[src/hdl/tap_pkg.sv]
// TAP controller package
// Shared widths, instruction codes, TAP states and the packed
// structs that carry control and DMI chain signals between blocks

package tap_pkg;

    // ------------------------------
    // Widths and value types
    // ------------------------------
    localparam int TAP_IR_WIDTH     = 5;
    localparam int TAP_IDCODE_WIDTH = 32;
    localparam int TAP_BLD_ID_WIDTH = 32;

    typedef logic [TAP_IR_WIDTH-1:0]     tap_instr_t;
    typedef logic [TAP_IDCODE_WIDTH-1:0] tap_idcode_t;
    typedef logic [TAP_BLD_ID_WIDTH-1:0] tap_bld_id_t;
    typedef logic [1:0]                  dmi_ch_id_t;

    // Instruction codes, unlisted codes fall back to BYPASS
    localparam tap_instr_t TAP_INSTR_IDCODE     = 5'h01;
    localparam tap_instr_t TAP_INSTR_BLD_ID     = 5'h04;
    localparam tap_instr_t TAP_INSTR_DTMCS      = 5'h10;
    localparam tap_instr_t TAP_INSTR_DMI_ACCESS = 5'h11;
    localparam tap_instr_t TAP_INSTR_BYPASS     = 5'h1F;

    // Fixed build identifier
    localparam tap_bld_id_t TAP_BLD_ID_VALUE = 32'h2109_0800;

    // DMI chain identifiers
    localparam dmi_ch_id_t DMI_CH_ID_NONE  = 2'd0;
    localparam dmi_ch_id_t DMI_CH_ID_DTMCS = 2'd1;
    localparam dmi_ch_id_t DMI_CH_ID_DMI   = 2'd2;

    // ------------------------------
    // TAP state machine
    // ------------------------------
    typedef enum logic [3:0] {
        TAP_STATE_RESET       = 4'd0,
        TAP_STATE_IDLE        = 4'd1,
        TAP_STATE_DR_SEL_SCAN = 4'd2,
        TAP_STATE_DR_CAPTURE  = 4'd3,
        TAP_STATE_DR_SHIFT    = 4'd4,
        TAP_STATE_DR_EXIT1    = 4'd5,
        TAP_STATE_DR_PAUSE    = 4'd6,
        TAP_STATE_DR_EXIT2    = 4'd7,
        TAP_STATE_DR_UPDATE   = 4'd8,
        TAP_STATE_IR_SEL_SCAN = 4'd9,
        TAP_STATE_IR_CAPTURE  = 4'd10,
        TAP_STATE_IR_SHIFT    = 4'd11,
        TAP_STATE_IR_EXIT1    = 4'd12,
        TAP_STATE_IR_PAUSE    = 4'd13,
        TAP_STATE_IR_EXIT2    = 4'd14,
        TAP_STATE_IR_UPDATE   = 4'd15
    } tap_state_e;

    // ------------------------------
    // Control and chain bundles
    // ------------------------------
    // Control from the FSM, IR strobes combinational, DR strobes registered
    typedef struct packed {
        logic sync_rst_n;
        logic ir_capture;
        logic ir_shift;
        logic ir_update;
        logic dr_capture;
        logic dr_shift;
        logic dr_update;
    } tap_ctrl_t;

    // One-hot data register select
    typedef struct packed {
        logic bypass;
        logic idcode;
        logic bld_id;
        logic dmi;
    } tap_dr_sel_t;

    // Outputs towards the debug module
    typedef struct packed {
        logic       sel;
        dmi_ch_id_t ch_id;
        logic       capture;
        logic       shift;
        logic       update;
        logic       tdi;
    } dmi_chain_t;

endpackage : tap_pkg

[src/hdl/tap_fsm.sv]
// TAP state machine
// 16-state IEEE 1149.1 controller, falling-edge synchronous reset
// and registered DR capture/shift/update strobes

`timescale 1ns/100ps

module tap_fsm (
    input  logic               tapc_tck,
    input  logic               tapc_trst_n,
    input  logic               tms_i,
    output tap_pkg::tap_ctrl_t ctrl_o
);

    import tap_pkg::*;

    tap_state_e state_q;
    tap_state_e state_next;

    logic sync_rst_n_q;
    logic dr_capture_q;
    logic dr_shift_q;
    logic dr_update_q;

    // ------------------------------
    // State register
    // ------------------------------
    always_ff @(posedge tapc_tck or negedge tapc_trst_n) begin
        if (!tapc_trst_n) begin
            state_q <= TAP_STATE_RESET;
        end else begin
            state_q <= state_next;
        end
    end

    // Standard TAP transitions, TMS picks the branch
    always_comb begin
        case (state_q)
            TAP_STATE_RESET:       state_next = tms_i ? TAP_STATE_RESET       : TAP_STATE_IDLE;
            TAP_STATE_IDLE:        state_next = tms_i ? TAP_STATE_DR_SEL_SCAN : TAP_STATE_IDLE;
            TAP_STATE_DR_SEL_SCAN: state_next = tms_i ? TAP_STATE_IR_SEL_SCAN : TAP_STATE_DR_CAPTURE;
            TAP_STATE_DR_CAPTURE:  state_next = tms_i ? TAP_STATE_DR_EXIT1    : TAP_STATE_DR_SHIFT;
            TAP_STATE_DR_SHIFT:    state_next = tms_i ? TAP_STATE_DR_EXIT1    : TAP_STATE_DR_SHIFT;
            TAP_STATE_DR_EXIT1:    state_next = tms_i ? TAP_STATE_DR_UPDATE   : TAP_STATE_DR_PAUSE;
            TAP_STATE_DR_PAUSE:    state_next = tms_i ? TAP_STATE_DR_EXIT2    : TAP_STATE_DR_PAUSE;
            TAP_STATE_DR_EXIT2:    state_next = tms_i ? TAP_STATE_DR_UPDATE   : TAP_STATE_DR_SHIFT;
            TAP_STATE_DR_UPDATE:   state_next = tms_i ? TAP_STATE_DR_SEL_SCAN : TAP_STATE_IDLE;
            TAP_STATE_IR_SEL_SCAN: state_next = tms_i ? TAP_STATE_RESET       : TAP_STATE_IR_CAPTURE;
            TAP_STATE_IR_CAPTURE:  state_next = tms_i ? TAP_STATE_IR_EXIT1    : TAP_STATE_IR_SHIFT;
            TAP_STATE_IR_SHIFT:    state_next = tms_i ? TAP_STATE_IR_EXIT1    : TAP_STATE_IR_SHIFT;
            TAP_STATE_IR_EXIT1:    state_next = tms_i ? TAP_STATE_IR_UPDATE   : TAP_STATE_IR_PAUSE;
            TAP_STATE_IR_PAUSE:    state_next = tms_i ? TAP_STATE_IR_EXIT2    : TAP_STATE_IR_PAUSE;
            TAP_STATE_IR_EXIT2:    state_next = tms_i ? TAP_STATE_IR_UPDATE   : TAP_STATE_IR_SHIFT;
            TAP_STATE_IR_UPDATE:   state_next = tms_i ? TAP_STATE_DR_SEL_SCAN : TAP_STATE_IDLE;
            default:               state_next = TAP_STATE_RESET;
        endcase
    end

    // Sync reset, low while parked in Test-Logic-Reset
    always_ff @(negedge tapc_tck or negedge tapc_trst_n) begin
        if (!tapc_trst_n) begin
            sync_rst_n_q <= 1'b0;
        end else begin
            sync_rst_n_q <= (state_q != TAP_STATE_RESET);
        end
    end

    // ------------------------------
    // DR strobes
    // ------------------------------
    // Taken from next state so they line up with state_q
    always_ff @(posedge tapc_tck or negedge tapc_trst_n) begin
        if (!tapc_trst_n) begin
            dr_capture_q <= 1'b0;
            dr_shift_q   <= 1'b0;
            dr_update_q  <= 1'b0;
        end else if (!sync_rst_n_q) begin
            dr_capture_q <= 1'b0;
            dr_shift_q   <= 1'b0;
            dr_update_q  <= 1'b0;
        end else begin
            dr_capture_q <= (state_next == TAP_STATE_DR_CAPTURE);
            dr_shift_q   <= (state_next == TAP_STATE_DR_SHIFT);
            dr_update_q  <= (state_next == TAP_STATE_DR_UPDATE);
        end
    end

    // Control bundle out
    always_comb begin
        ctrl_o.sync_rst_n = sync_rst_n_q;
        ctrl_o.ir_capture = (state_q == TAP_STATE_IR_CAPTURE);
        ctrl_o.ir_shift   = (state_q == TAP_STATE_IR_SHIFT);
        ctrl_o.ir_update  = (state_q == TAP_STATE_IR_UPDATE);
        ctrl_o.dr_capture = dr_capture_q;
        ctrl_o.dr_shift   = dr_shift_q;
        ctrl_o.dr_update  = dr_update_q;
    end

endmodule : tap_fsm

[src/hdl/tap_ir.sv]
// TAP instruction register
// Instruction shift register, falling-edge IR and the decoder that
// picks one data register and the DMI chain identifier

`timescale 1ns/100ps

module tap_ir (
    input  logic                 tapc_tck,
    input  logic                 tapc_trst_n,
    input  logic                 tdi_i,
    input  tap_pkg::tap_ctrl_t   ctrl_i,
    output logic                 ir_tdo_o,
    output tap_pkg::tap_dr_sel_t dr_sel_o,
    output tap_pkg::dmi_ch_id_t  ch_id_o
);

    import tap_pkg::*;

    tap_instr_t ir_shift_q;
    tap_instr_t ir_q;

    // Shift register, capture pattern is 1, TDI enters at the MSB
    always_ff @(posedge tapc_tck or negedge tapc_trst_n) begin
        if (!tapc_trst_n) begin
            ir_shift_q <= '0;
        end else if (!ctrl_i.sync_rst_n) begin
            ir_shift_q <= '0;
        end else if (ctrl_i.ir_capture) begin
            ir_shift_q <= tap_instr_t'(1);
        end else if (ctrl_i.ir_shift) begin
            ir_shift_q <= {tdi_i, ir_shift_q[TAP_IR_WIDTH-1:1]};
        end
    end

    assign ir_tdo_o = ir_shift_q[0];

    // IR proper, updated half a cycle into Update-IR
    always_ff @(negedge tapc_tck or negedge tapc_trst_n) begin
        if (!tapc_trst_n) begin
            ir_q <= TAP_INSTR_IDCODE;
        end else if (!ctrl_i.sync_rst_n) begin
            ir_q <= TAP_INSTR_IDCODE;
        end else if (ctrl_i.ir_update) begin
            ir_q <= ir_shift_q;
        end
    end

    // ------------------------------
    // Decoder
    // ------------------------------
    always_comb begin
        dr_sel_o = '0;
        ch_id_o  = DMI_CH_ID_NONE;
        case (ir_q)
            TAP_INSTR_IDCODE: dr_sel_o.idcode = 1'b1;
            TAP_INSTR_BLD_ID: dr_sel_o.bld_id = 1'b1;
            TAP_INSTR_BYPASS: dr_sel_o.bypass = 1'b1;
            TAP_INSTR_DTMCS: begin
                dr_sel_o.dmi = 1'b1;
                ch_id_o      = DMI_CH_ID_DTMCS;
            end
            TAP_INSTR_DMI_ACCESS: begin
                dr_sel_o.dmi = 1'b1;
                ch_id_o      = DMI_CH_ID_DMI;
            end
            // Unknown codes behave as BYPASS
            default: dr_sel_o.bypass = 1'b1;
        endcase
    end

endmodule : tap_ir

[src/hdl/tap_data_regs.sv]
// TAP data registers
// BYPASS, IDCODE and BUILD ID shift registers plus the serial
// read multiplexer, which also passes the DMI chain TDO through

`timescale 1ns/100ps

module tap_data_regs (
    input  logic                 tapc_tck,
    input  logic                 tapc_trst_n,
    input  logic                 tdi_i,
    input  tap_pkg::tap_ctrl_t   ctrl_i,
    input  tap_pkg::tap_dr_sel_t dr_sel_i,
    input  tap_pkg::tap_idcode_t idcode_i,
    input  logic                 ch_tdo_i,
    output logic                 dr_tdo_o
);

    import tap_pkg::*;

    logic        bypass_q;
    tap_idcode_t idcode_q;
    tap_bld_id_t bld_id_q;

    // ------------------------------
    // BYPASS
    // ------------------------------
    // Single stage, captures 0
    always_ff @(posedge tapc_tck or negedge tapc_trst_n) begin
        if (!tapc_trst_n) begin
            bypass_q <= 1'b0;
        end else if (!ctrl_i.sync_rst_n) begin
            bypass_q <= 1'b0;
        end else if (dr_sel_i.bypass) begin
            if (ctrl_i.dr_capture) begin
                bypass_q <= 1'b0;
            end else if (ctrl_i.dr_shift) begin
                bypass_q <= tdi_i;
            end
        end
    end

    // ------------------------------
    // IDCODE
    // ------------------------------
    // Device ID from the fuse input
    always_ff @(posedge tapc_tck or negedge tapc_trst_n) begin
        if (!tapc_trst_n) begin
            idcode_q <= '0;
        end else if (!ctrl_i.sync_rst_n) begin
            idcode_q <= '0;
        end else if (dr_sel_i.idcode) begin
            if (ctrl_i.dr_capture) begin
                idcode_q <= idcode_i;
            end else if (ctrl_i.dr_shift) begin
                idcode_q <= {tdi_i, idcode_q[TAP_IDCODE_WIDTH-1:1]};
            end
        end
    end

    // ------------------------------
    // BUILD ID
    // ------------------------------
    // Fixed build constant
    always_ff @(posedge tapc_tck or negedge tapc_trst_n) begin
        if (!tapc_trst_n) begin
            bld_id_q <= '0;
        end else if (!ctrl_i.sync_rst_n) begin
            bld_id_q <= '0;
        end else if (dr_sel_i.bld_id) begin
            if (ctrl_i.dr_capture) begin
                bld_id_q <= TAP_BLD_ID_VALUE;
            end else if (ctrl_i.dr_shift) begin
                bld_id_q <= {tdi_i, bld_id_q[TAP_BLD_ID_WIDTH-1:1]};
            end
        end
    end

    // Read mux, LSB of the selected register
    // DMI instructions hand the bit over from the debug module
    always_comb begin
        if (dr_sel_i.dmi) begin
            dr_tdo_o = ch_tdo_i;
        end else if (dr_sel_i.idcode) begin
            dr_tdo_o = idcode_q[0];
        end else if (dr_sel_i.bld_id) begin
            dr_tdo_o = bld_id_q[0];
        end else begin
            dr_tdo_o = bypass_q;
        end
    end

endmodule : tap_data_regs

[src/hdl/tap_tdo_drive.sv]
// TAP TDO driver
// Falling-edge TDO and TDO enable, with IR or DR bit selected by
// the current shift state

`timescale 1ns/100ps

module tap_tdo_drive (
    input  logic               tapc_tck,
    input  logic               tapc_trst_n,
    input  tap_pkg::tap_ctrl_t ctrl_i,
    input  logic               dr_tdo_i,
    input  logic               ir_tdo_i,
    output logic               tdo_o,
    output logic               tdo_en_o
);

    logic tdo_next;
    logic tdo_en_next;

    // Enable only while shifting
    assign tdo_en_next = ctrl_i.dr_shift | ctrl_i.ir_shift;

    // DR bit has priority, idle output held at 0
    assign tdo_next = ctrl_i.dr_shift ? dr_tdo_i
                    : ctrl_i.ir_shift ? ir_tdo_i
                    : 1'b0;

    // Pin registers on the falling edge
    always_ff @(negedge tapc_tck or negedge tapc_trst_n) begin
        if (!tapc_trst_n) begin
            tdo_o    <= 1'b0;
            tdo_en_o <= 1'b0;
        end else if (!ctrl_i.sync_rst_n) begin
            tdo_o    <= 1'b0;
            tdo_en_o <= 1'b0;
        end else begin
            tdo_o    <= tdo_next;
            tdo_en_o <= tdo_en_next;
        end
    end

endmodule : tap_tdo_drive

[src/hdl/tap_ctrl_top.sv]
// TAP controller top
// Connects the FSM, IR, data registers and TDO driver to the JTAG
// pins, the IDCODE fuses and the DMI scan chain

`timescale 1ns/100ps

module tap_ctrl_top (
    input  logic                 tapc_tck,
    input  logic                 tapc_trst_n,
    input  logic                 tms_i,
    input  logic                 tdi_i,
    input  tap_pkg::tap_idcode_t idcode_i,
    input  logic                 ch_tdo_i,
    output logic                 tdo_o,
    output logic                 tdo_en_o,
    output tap_pkg::dmi_chain_t  chain_o
);

    import tap_pkg::*;

    tap_ctrl_t   ctrl;
    tap_dr_sel_t dr_sel;
    dmi_ch_id_t  ch_id;
    logic        ir_tdo;
    logic        dr_tdo;

    tap_fsm tap_fsm_i (
        .tapc_tck    (tapc_tck),
        .tapc_trst_n (tapc_trst_n),
        .tms_i       (tms_i),
        .ctrl_o      (ctrl)
    );

    tap_ir tap_ir_i (
        .tapc_tck    (tapc_tck),
        .tapc_trst_n (tapc_trst_n),
        .tdi_i       (tdi_i),
        .ctrl_i      (ctrl),
        .ir_tdo_o    (ir_tdo),
        .dr_sel_o    (dr_sel),
        .ch_id_o     (ch_id)
    );

    tap_data_regs tap_data_regs_i (
        .tapc_tck    (tapc_tck),
        .tapc_trst_n (tapc_trst_n),
        .tdi_i       (tdi_i),
        .ctrl_i      (ctrl),
        .dr_sel_i    (dr_sel),
        .idcode_i    (idcode_i),
        .ch_tdo_i    (ch_tdo_i),
        .dr_tdo_o    (dr_tdo)
    );

    tap_tdo_drive tap_tdo_drive_i (
        .tapc_tck    (tapc_tck),
        .tapc_trst_n (tapc_trst_n),
        .ctrl_i      (ctrl),
        .dr_tdo_i    (dr_tdo),
        .ir_tdo_i    (ir_tdo),
        .tdo_o       (tdo_o),
        .tdo_en_o    (tdo_en_o)
    );

    // DMI chain, strobes follow the DR states directly
    always_comb begin
        chain_o.sel     = dr_sel.dmi;
        chain_o.ch_id   = ch_id;
        chain_o.capture = ctrl.dr_capture;
        chain_o.shift   = ctrl.dr_shift;
        chain_o.update  = ctrl.dr_update;
        chain_o.tdi     = tdi_i;
    end

endmodule : tap_ctrl_top

[config.mk]
export PLATFORM = sky130hd
export DESIGN_NAME = tap_ctrl_top
export DESIGN_NICKNAME = d
export VERILOG_FILES = /design/src/hdl/tap_pkg.sv /design/src/hdl/tap_fsm.sv /design/src/hdl/tap_ir.sv /design/src/hdl/tap_data_regs.sv /design/src/hdl/tap_tdo_drive.sv /design/src/hdl/tap_ctrl_top.sv
export SDC_FILE = /design/constraint.sdc
export NUM_CORES = 1
export LEC_CHECK = 0
export BUFFER_PORTS_ARGS = -buffer_cell sky130_fd_sc_hd__clkbuf_2
export CAP_MARGIN = 20
export CORE_MARGIN = 2
export CORE_UTILIZATION = 45
export CTS_BUF_LIST = sky130_fd_sc_hd__clkbuf_4 sky130_fd_sc_hd__clkbuf_8 sky130_fd_sc_hd__clkbuf_16
export CTS_CLUSTER_SIZE = 40
export DETAILED_ROUTE_END_ITERATION = 10
export PLACE_DENSITY_LB_ADDON = 0.05
export RECOVER_POWER = 100
export SYNTH_ARGS = -nofsm -noshare
export SYNTH_HDL_FRONTEND = slang
export SYNTH_SLANG_ARGS = --single-unit
[constraint.sdc]
create_clock -name tapc_tck -period 1.55 [get_ports tapc_tck]
set_input_delay 0.155 -clock tapc_tck [delete_from_list [all_inputs] [get_ports tapc_tck]]
set_output_delay 0.155 -clock tapc_tck [all_outputs]
set_load 0.02 [all_outputs]
==> metrics.txt, run 1 <==
Max Transition Viols Final 0; Longest Clk Path Bufs 2; worst skew pair latency 380 ps; failing checks setup timing; largest cells by area after synthesis dfrtp_1 47%, mux2_2 9.0%, nand2_1 7.5%, o21ai_2 5.9%, a22o_1 5.7%; DR iter-0 viols 116; CTS Sinks 85; critical path type flip-flop to flip-flop; Rel. slew slack 58.6%; Place WS -1010 ps; CP arrival 2670 ps; initial antenna violation count 0; Nets 525; final count of hold timing violations 0; Cells after Synth 389; post-synthesis area per instance 10.6 um^2; H-tree level count 3; post-route DRC violation count 0; area delta synth->final 36.1%; Slew @ Worst Pin 621 ps; DP HPWL 5640 um; diode count 0; root buf cell clkbuf_8; vias in the first global route 3320; type of origin of the critical path flip-flop; sequential cell area 2130 um^2; core area 8810 um^2; Worst Setup End Kind flip-flop; TritonCTS clock tree yes; Initial Utilization 47.0%; Warnings, synthesis 0; Placement Cell Area 4710 um^2; largest net degree at the start of global routing 46; min-delay worst type input pin to flip-flop; min setup slack post-route -875 ps; Rows 34; total of max-cap violations 0; Yosys cell types 52; Post-Syn Area 4140 um^2; Die Y 99.9 um; ys async rst share 100%; routed len/inst 16.7 um; Setup Viol. Count Final 86; Routed WL 10000 um; drt first pass iters 4; post-synthesis sequential area ratio 51.4%; Vias 3261; antenna-violating nets left 0; flops & latches, synth 85; Final Skew 48.0 ps; peak supply drop 0.862 mV; multi-input combinational cell area 2020 um^2; clock slew at reported path FFs 90 ps; number of fill cells 724; status finished, violations left; remaining global-route overflow 0; CTS buffer count 9; number of port buffers 45; Die W 99.9 um; Final Cell Area 5630 um^2; power per cell area 1770 nW/um^2; share of Yosys cell area claimed by the top area cell type 46.6%; P_leak 2.65 nW; top cell type by total area after synthesis dfrtp_1; first-pass GRT wire length 16800 um; layout cells sized above 1 51.1%; die footprint 9980 um^2; Total GRT Usage 21.3%; Post-synth EDFFs 0; top_reg_cell synth dfrtp_1; crit-path max FO 26; Top Ports 46; Layout Utilization 64.0%; Placer Congestion 0.797; synthesized net count 426; RSZ-0062 raised after global routing yes; WP data required 1800 ps; vias per inst 5.43
## cell type report
type	count	area share, %
clock inverters	7	0.933
repair buffers	123	20.2
clock buffers	10	2.44
multi-input cells	263	35.9
inverters	5	0.333
flip-flops and latches	85	37.8
well taps	108	2.40
## metrics by stage
step	setup TNS (ps)	cells	total power [mW]	hold slack [ps]
detailed placement	-70110	549	6.97	245
floorplan	-48440	389	6.30	-141
global route	-65020	601	10.6	146
CTS	-58070	598	9.78	143
global placement	-68470	549	6.90	253
finish	-60670	601	9.95	167
## cells in the final DEF, fill, tap and decap left out, drive strengths merged, types with 5 or more instances in the layout
| cell type | count |
|---|---|
| a21boi | 9 |
| a22o | 27 |
| buf | 70 |
| clkbuf | 61 |
| dfrtn | 7 |
| dfrtp | 77 |
| inv | 6 |
| mux2 | 33 |
| nand2 | 83 |
| nand2b | 6 |
| nand3 | 12 |
| nor2 | 10 |
| nor3 | 5 |
| o21ai | 33 |
| o311a | 5 |
## sequential cells by signal (all words and copies together) (netlist names), 4 cells and up
name,cells
tap_data_regs_i.bld_id_q,32
tap_data_regs_i.idcode_q,32
tap_fsm_i.state_q,4
tap_ir_i.ir_q,5
tap_ir_i.ir_shift_q,5
## timing repair
action / CTS / global route
buffers inserted: 26 / 7
hold buffers: 1 / 0
gates resized for setup: 63 / 35
endpoints found under the setup margin: 88 / 88
hold endpoints to repair: 32 / 0
cloned: 6 / 1
pin swaps: 14 / 16
## Yosys cell counts, drive strengths merged (4+ instances only)
cell type and number:
a21boi 9, a22o 27, buf 18, clkbuf 18
dfrtn 7, dfrtp 77, inv 6, mux2 33
nand2 83, nand2b 6, nand3 12, nor2 10
nor3 4, o21ai 33, o311a 5
## final timing paths
path / from / end / slack (ps) / cells after the start
max in group asynchronous: tapc_trst_n / tap_ir_i.ir_q[0]$_DFFE_NN1P_ / 260 / 2
max: tap_ir_i.ir_q[3]$_DFFE_NN0P_ / tap_data_regs_i.idcode_q[29]$_DFFE_PN0P_ / -880 / 5
min in group asynchronous: tapc_trst_n / tap_data_regs_i.bld_id_q[2]$_DFFE_PN0P_ / 640 / 3
max reg2reg: tap_ir_i.ir_q[3]$_DFFE_NN0P_ / tap_data_regs_i.idcode_q[29]$_DFFE_PN0P_ / -880 / 5
min reg2reg: tap_data_regs_i.idcode_q[30]$_DFFE_PN0P_ / tap_data_regs_i.idcode_q[30]$_DFFE_PN0P_ / 480 / 2
min: tdi_i / tap_data_regs_i.bld_id_q[31]$_DFFE_PN0P_ / 170 / 2
## critical path, cell delays in order (launching register included)
cell and delay [ps]:
dfrtn_1 390, or3_4 390, o41a_4 430, buf_12 190, nand2_2 90, o21ai_2 50
## logic make-up after synthesis
| family | count (synthesis) | synth area share, % |
|---|---|---|
| xor+xnor | 1 | 0.212 |
| simple gates | 134 | 14.8 |
| compound gates | 94 | 18.7 |
| flops | 85 | 51.4 |
| mux | 33 | 8.98 |
| buf+inv | 42 | 5.80 |
## layer usage
| metal | share of wire [%] | GRT usage [%] |
|---|---|---|
| met2 | 51 | 35.9 |
| met4 | 1.0 | 5.90 |
| met1 | 44 | 27.4 |
| met3 | 3.2 | 5.57 |
| met5 | 0 | 0 |
## power by group
group | switching (mW) | total (mW) | internal [mW] | leakage [nW]
clock | 0.834 | 1.47 | 0.637 | 0.0900
sequential | 0.297 | 2.97 | 2.67 | 1.15
combinational | 2.67 | 5.51 | 2.83 | 1.41
No activity file was read; power rests on OpenSTA's default activity.
==> inputs of run 2 (changes only) <==
Clock period 1.55 ns to 2.6 ns, I/O delays scaled along.
==> run 2 against run 1 <==
  * The flow still finishes with violations (setup timing)
  * Setup slack improved by 420 ps
  * Sequential share of layout area rose by 4.0 points
  * First-iteration DRC count fell by 22%
  * Core utilization fell by 6.2 points
  * Power fell by 46%
  * Clock power fell by 33%
  * Non-clock buffer count fell by 36
  * Via count fell by 3.9%
  * Critical path depth did not move
  * Critical path type unchanged
  * Largest power group unchanged
==> metrics.txt, run 2 (synthesis gave the netlist of run 1 again) <==
Routed WL 9410 um (-6.1%); WP data required 2850 ps (+1050 ps); peak supply drop 0.636 mV (-26%); cells along the critical path or3_4, o41a_4, buf_12, nand2_1, o21ai_2; crit-path max FO 16 (-38%); RR Endpoint tap_data_regs_i.idcode_q[30]$_DFFE_PN0P_; critical path type flip-flop to flip-flop; Slew @ Worst Pin 1100 ps (+478 ps); worst reg2reg startpoint tap_ir_i.ir_q[1]$_DFFE_NN0P_; Place WS -496 ps (+514 ps); Total GRT Usage 19.9% (-1.4 points); Placer Congestion 0.768 (-3.6%); status finished, violations left; routed len/inst 16.6 um (-0.68%); Rel. slew slack 26.7% (-32 points); RSZ-0062 raised after global routing yes; power per cell area 1050 nW/um^2 (-41%); clock slew at reported path FFs 90 ps (about the same); Final Skew 49.8 ps (+1.77 ps); Top Ports 46 (unchanged); Initial Utilization 47.0% (unchanged); CP arrival 3300 ps (+630 ps); biggest regs tap_data_regs_i.bld_id_q: 32 flops, tap_data_regs_i.idcode_q: 32 flops; TritonCTS clock tree yes; area delta synth->final 22.9%; die footprint 9980 um^2 (unchanged); failing checks setup timing; Layout Utilization 57.8% (-6.2 points); worst skew pair latency 380 ps (about the same); commonest cells after routing, fill and taps aside 77 x dfrtp_1, 75 x nand2_1, 40 x clkbuf_2, 33 x mux2_2, 29 x o21ai_2; DR iter-0 viols 91 (-22%); commonest non-fill, non-tap cell in the layout dfrtp_1; Nets 492 (-6.3%); Longest Clk Path Bufs 2 (unchanged); Rows 34 (unchanged); hold path startpoint tms_i; H-tree level count 3 (unchanged); total of max-cap violations 0 (unchanged); vias in the first global route 3035 (-8.6%); Crit-path slowest cell o41a_4; remaining global-route overflow 0 (unchanged); Die Y 99.9 um (unchanged); post-route DRC violation count 0 (unchanged); layout cells sized above 1 40.2% (-11 points); type of origin of the critical path flip-flop; drt first pass iters 4 (unchanged); final count of hold timing violations 0 (unchanged); CTS Sinks 85 (unchanged); reg2reg path depth 5 (unchanged); worst hold path stage count 3 (+1); core area 8810 um^2 (unchanged); Worst Setup End Kind flip-flop; root buf cell clkbuf_8; Die W 99.9 um (unchanged); diode count 0 (unchanged); initial antenna violation count 0 (unchanged); DP HPWL 5310 um (-5.8%); Pwr Total 5.32 mW (-46%); first-pass GRT wire length 15400 um (-8.0%); r2r setup slk -450 ps (+420 ps); P_leak 2.39 nW (-9.7%); number of port buffers 45 (unchanged); largest net degree at the start of global routing 51 (+11%); min setup slack post-route -451 ps (+424 ps); Setup Viol. Count Final 74 (-14%); vias per inst 5.52 (+1.7%); Max Transition Viols Final 0 (unchanged); Hold Path End tap_fsm_i.dr_update_q$_DFF_PN0_; CTS buffer count 9 (unchanged); hold slack 264 ps (+96.7 ps); min-delay worst type input pin to flip-flop; slowest stage delay, CP 570 ps (+140 ps); Vias 3134 (-3.9%); antenna-violating nets left 0 (unchanged)
[run 2: cell count changes in the layout (fill, tap and decap cells not counted), sizes merged, moves of 2 or more]
cell	before	now
buf	70	36
inv	6	10
and2	1	4
clkbuf	61	59
clkinv	3	1
clkinvlp	3	1
[run 2: final cells by class]
| class | count | area [um^2] |
|---|---|---|
| sequential | 85 | 2130 |
| multi-input combinational | 266 | 1920 |
| clock buffer | 9 | 124 |
| clock inverter | 8 | 83.8 |
| timing repair buffer | 87 | 672 |
| tap | 108 | 135 |
| inverter | 5 | 18.8 |
| fill | 774 | 3720 |
[run 2: worst max path at each step]
stage                                      start                                  endpoint  slack (ps)  depth (start not counted)
floorplan           tap_ir_i.ir_q[2]$_DFFE_NN0P_  tap_data_regs_i.idcode_q[10]$_DFFE_PN0P_        -290                          7
global placement    tap_ir_i.ir_q[3]$_DFFE_NN0P_  tap_data_regs_i.idcode_q[11]$_DFFE_PN0P_        -450                          5
detailed placement  tap_ir_i.ir_q[1]$_DFFE_NN0P_   tap_data_regs_i.bld_id_q[9]$_DFFE_PN0P_        -500                          5
CTS                 tap_ir_i.ir_q[1]$_DFFE_NN0P_                                chain_o[4]        -460                          6
global route        tap_ir_i.ir_q[1]$_DFFE_NN0P_                                chain_o[4]        -510                          6
finish              tap_ir_i.ir_q[1]$_DFFE_NN0P_  tap_data_regs_i.idcode_q[30]$_DFFE_PN0P_        -450                          5
[run 2: routing by layer]
layer  wire length [um]  share of wire [%]  global-route usage, %  vias to the layer above
li1                   -                  -                      -                     1514
met1               4330                 46                   26.8                     1559
met2               4640                 49                   31.7                       54
met3                355                3.8                   6.55                        7
met4                 89               0.95                   4.64                        0
met5                  0                  0                      0                        -
[run 2: timing repair]
action | 4_1_cts | 5_1_grt
resized for setup | 32 | 15
pin swaps | 11 | 9
hold endpoints to repair | 7 | 0
cloned | 7 | 0
hold buffers | 1 | 0
setup endpoints to repair | 73 | 77
buffers inserted | 9 | 5
[run 2: power by group]
group	internal [mW]	switching, mW	leakage [nW]	total [mW]
clock network	0.461	0.523	0.108	0.984
logic	1.13	1.47	1.13	2.60
registers	1.59	0.145	1.16	1.74
[run 2: through the flow]
| stage | setup TNS (ps) | cells | cell area (um^2) |
|---|---|---|---|
| 4_1_cts | -19630 | 565 | 5080 |
| 3_3_place_gp | -27450 | 533 | 4530 |
| 5_1_grt | -24050 | 568 | 5090 |
| 2_1_floorplan | -10870 | 389 | 4190 |
| 6_report | -21880 | 568 | 5090 |
| 3_5_place_dp | -29360 | 533 | 4530 |
[run 2: critical path: cells and delay by family (launching register included)]
kind            cells  cell delay [ps]
simple gates        2              470
compound gates      2              620
buf+inv             1              190
flops               1              370
==> inputs of run 3 (changes only) <==
Settings changed: REMOVE_ABC_BUFFERS set to 1, SKIP_LAST_GASP set to 1.
==> run 3 against run 2 <==
  * The flow still finishes with violations (setup timing)
  * Die area is the same
  * Power down 3.7%
  * Final area fell by 2.5%
  * Sequential share of layout area is 1.1 points higher
  * Register-to-register slack better by 60 ps
  * Clock skew rose by 1.2 ps
  * Cell count decreased by 1.4%
  * Setup slack improved by 56 ps
  * Via count down 5.3%
  * Largest power group unchanged
==> metrics.txt, run 3 (synthesis gave the netlist of run 1 again) <==
Total GRT Usage 17.3% (-2.6 points); Max Transition Viols Final 0 (unchanged); DR iter-0 viols 78 (-14%); hold path startpoint tms_i; remaining global-route overflow 0 (unchanged); RSZ-0062 raised after global routing yes; Slew @ Worst Pin 1210 ps (+114 ps); Worst Setup End Kind flip-flop; Setup Viol. Count Final 75 (+1.4%); antenna-violating nets left 0 (unchanged); root buf cell clkbuf_8; routed len/inst 14.9 um (-9.8%); clock slew at reported path FFs 80 ps (about the same); commonest cells after routing, fill and taps aside 82 x nand2_1, 77 x dfrtp_1, 39 x clkbuf_2, 33 x mux2_2, 28 x o21ai_2; Rows 34 (unchanged); H-tree level count 3 (unchanged); post-route DRC violation count 0 (unchanged); worst hold path stage count 3 (unchanged); Vias 2968 (-5.3%); Placement Cell Area 4540 um^2 (about the same); layout cells sized above 1 36.5% (-3.7 points); CTS Sinks 85 (unchanged); vias per inst 5.30 (-3.9%); area delta synth->final 19.8%; TritonCTS clock tree yes; failing checks setup timing; Rel. slew slack 19.1% (-7.6 points); Final Cell Area 4960 um^2 (-2.5%); biggest regs tap_data_regs_i.bld_id_q: 32 flops, tap_data_regs_i.idcode_q: 32 flops; power per cell area 1030 nW/um^2 (-1.2%); Placer Congestion 0.825 (+7.4%); worst skew pair latency 380 ps (about the same); Nets 485 (-1.4%); min setup slack post-route -395 ps (+56.1 ps); RR Endpoint tap_data_regs_i.idcode_q[0]$_DFFE_PN0P_; first-pass GRT wire length 13900 um (-10%); Final Skew 51.0 ps (+1.24 ps); min-delay worst type input pin to flip-flop; diode count 0 (unchanged); vias in the first global route 2877 (-5.2%); core area 8810 um^2 (unchanged); peak supply drop 0.493 mV (-23%); Die W 99.9 um (unchanged); DP HPWL 5360 um (+0.91%); number of fill cells 796 (+2.8%); status finished, violations left; Hold Path End tap_fsm_i.dr_update_q$_DFF_PN0_; CTS buffer count 9 (unchanged); commonest non-fill, non-tap cell in the layout nand2_1; WP data required 2860 ps (about the same); Top Ports 46 (unchanged); Layout Utilization 56.3% (-1.5 points); Longest Clk Path Bufs 2 (unchanged); reg2reg path depth 4 (-1); initial antenna violation count 0 (unchanged); total of max-cap violations 0 (unchanged); critical path type flip-flop to flip-flop; Routed WL 8370 um (-11%); largest net degree at the start of global routing 44 (-14%); Die Y 99.9 um (unchanged); worst reg2reg startpoint tap_ir_i.ir_q[1]$_DFFE_NN0P_; number of port buffers 45 (unchanged); final count of hold timing violations 0 (unchanged); type of origin of the critical path flip-flop; r2r setup slk -390 ps (+60 ps); crit-path max FO 18 (+2); drt first pass iters 4 (unchanged); CP arrival 3260 ps (-40 ps); die footprint 9980 um^2 (unchanged); Initial Utilization 47.0% (unchanged); P_leak 2.35 nW (-2.0%)
[run 3: report_power, final]
part	total [mW]	internal, mW	switching (mW)
Clock	1.09	0.642	0.451
Combinational	2.27	1.00	1.27
Sequential	1.76	1.59	0.171
Total	5.13	3.24	1.89
[run 3: repair_timing]
item,in CTS,in global routing
setup buffers,0,5
endpoints found under the hold margin,11,0
gates cloned,1,2
resized for setup,21,21
hold buffers,1,0
pin swaps,8,33
endpoints found under the setup margin,68,77
[run 3: how the worst max path moves through the flow]
stage                                                          end  slack (ps)  cells past startpoint                        startpoint
final                      tap_data_regs_i.idcode_q[0]$_DFFE_PN0P_        -390                      4      tap_ir_i.ir_q[1]$_DFFE_NN0P_
after global routing       tap_data_regs_i.idcode_q[0]$_DFFE_PN0P_        -440                      4      tap_ir_i.ir_q[1]$_DFFE_NN0P_
after CTS                  tap_data_regs_i.idcode_q[1]$_DFFE_PN0P_        -390                      5      tap_ir_i.ir_q[1]$_DFFE_NN0P_
after detailed placement   tap_data_regs_i.idcode_q[7]$_DFFE_PN0P_        -430                      5      tap_ir_i.ir_q[1]$_DFFE_NN0P_
after global placement    tap_data_regs_i.idcode_q[10]$_DFFE_PN0P_        -400                      5      tap_ir_i.ir_q[1]$_DFFE_NN0P_
after floorplan            tap_data_regs_i.idcode_q[0]$_DFFE_PN0P_       -2160                      2  tap_fsm_i.sync_rst_n_q$_DFF_NN0_
[run 3: area by class of cell]
| cell class | count | area [um^2] | area share [%] |
|---|---|---|---|
| timing repair buffer | 84 | 608 | 12.3 |
| clock inverter | 6 | 104 | 2.09 |
| sequential | 85 | 2130 | 42.9 |
| multi-input combinational | 262 | 1830 | 37.0 |
| clock buffer | 10 | 131 | 2.65 |
| inverter | 5 | 18.8 | 0.379 |
| tap | 108 | 135 | 2.73 |
[run 3: stage by stage]
step | TNS, ps | cells | hold slack, ps | power (mW) | setup WS (ps)
2_1_floorplan | -98360 | 353 | -35.6 | 3.24 | -2160
3_3_place_gp | -17280 | 536 | 171 | 3.90 | -396
3_5_place_dp | -18900 | 536 | 170 | 3.94 | -430
4_1_cts | -15930 | 553 | 247 | 5.09 | -393
5_1_grt | -25940 | 560 | 287 | 5.50 | -439
6_report | -19590 | 560 | 274 | 5.13 | -395
[run 3: critical path, cell delays in order, from the launching register on]
cell and delay [ps]:
dfrtn_1 360, or3_4 400, o41a_4 490, clkbuf_16 220, o21ai_0 160
[run 3: routing by layer]
| metal | routed length, um | track usage (%) | up-vias |
|---|---|---|---|
| li1 | - | - | 1493 |
| met1 | 4090 | 23.8 | 1430 |
| met2 | 3920 | 27.4 | 36 |
| met3 | 229 | 3.41 | 9 |
| met4 | 125 | 6.32 | 0 |
| met5 | 0 | 0 | - |
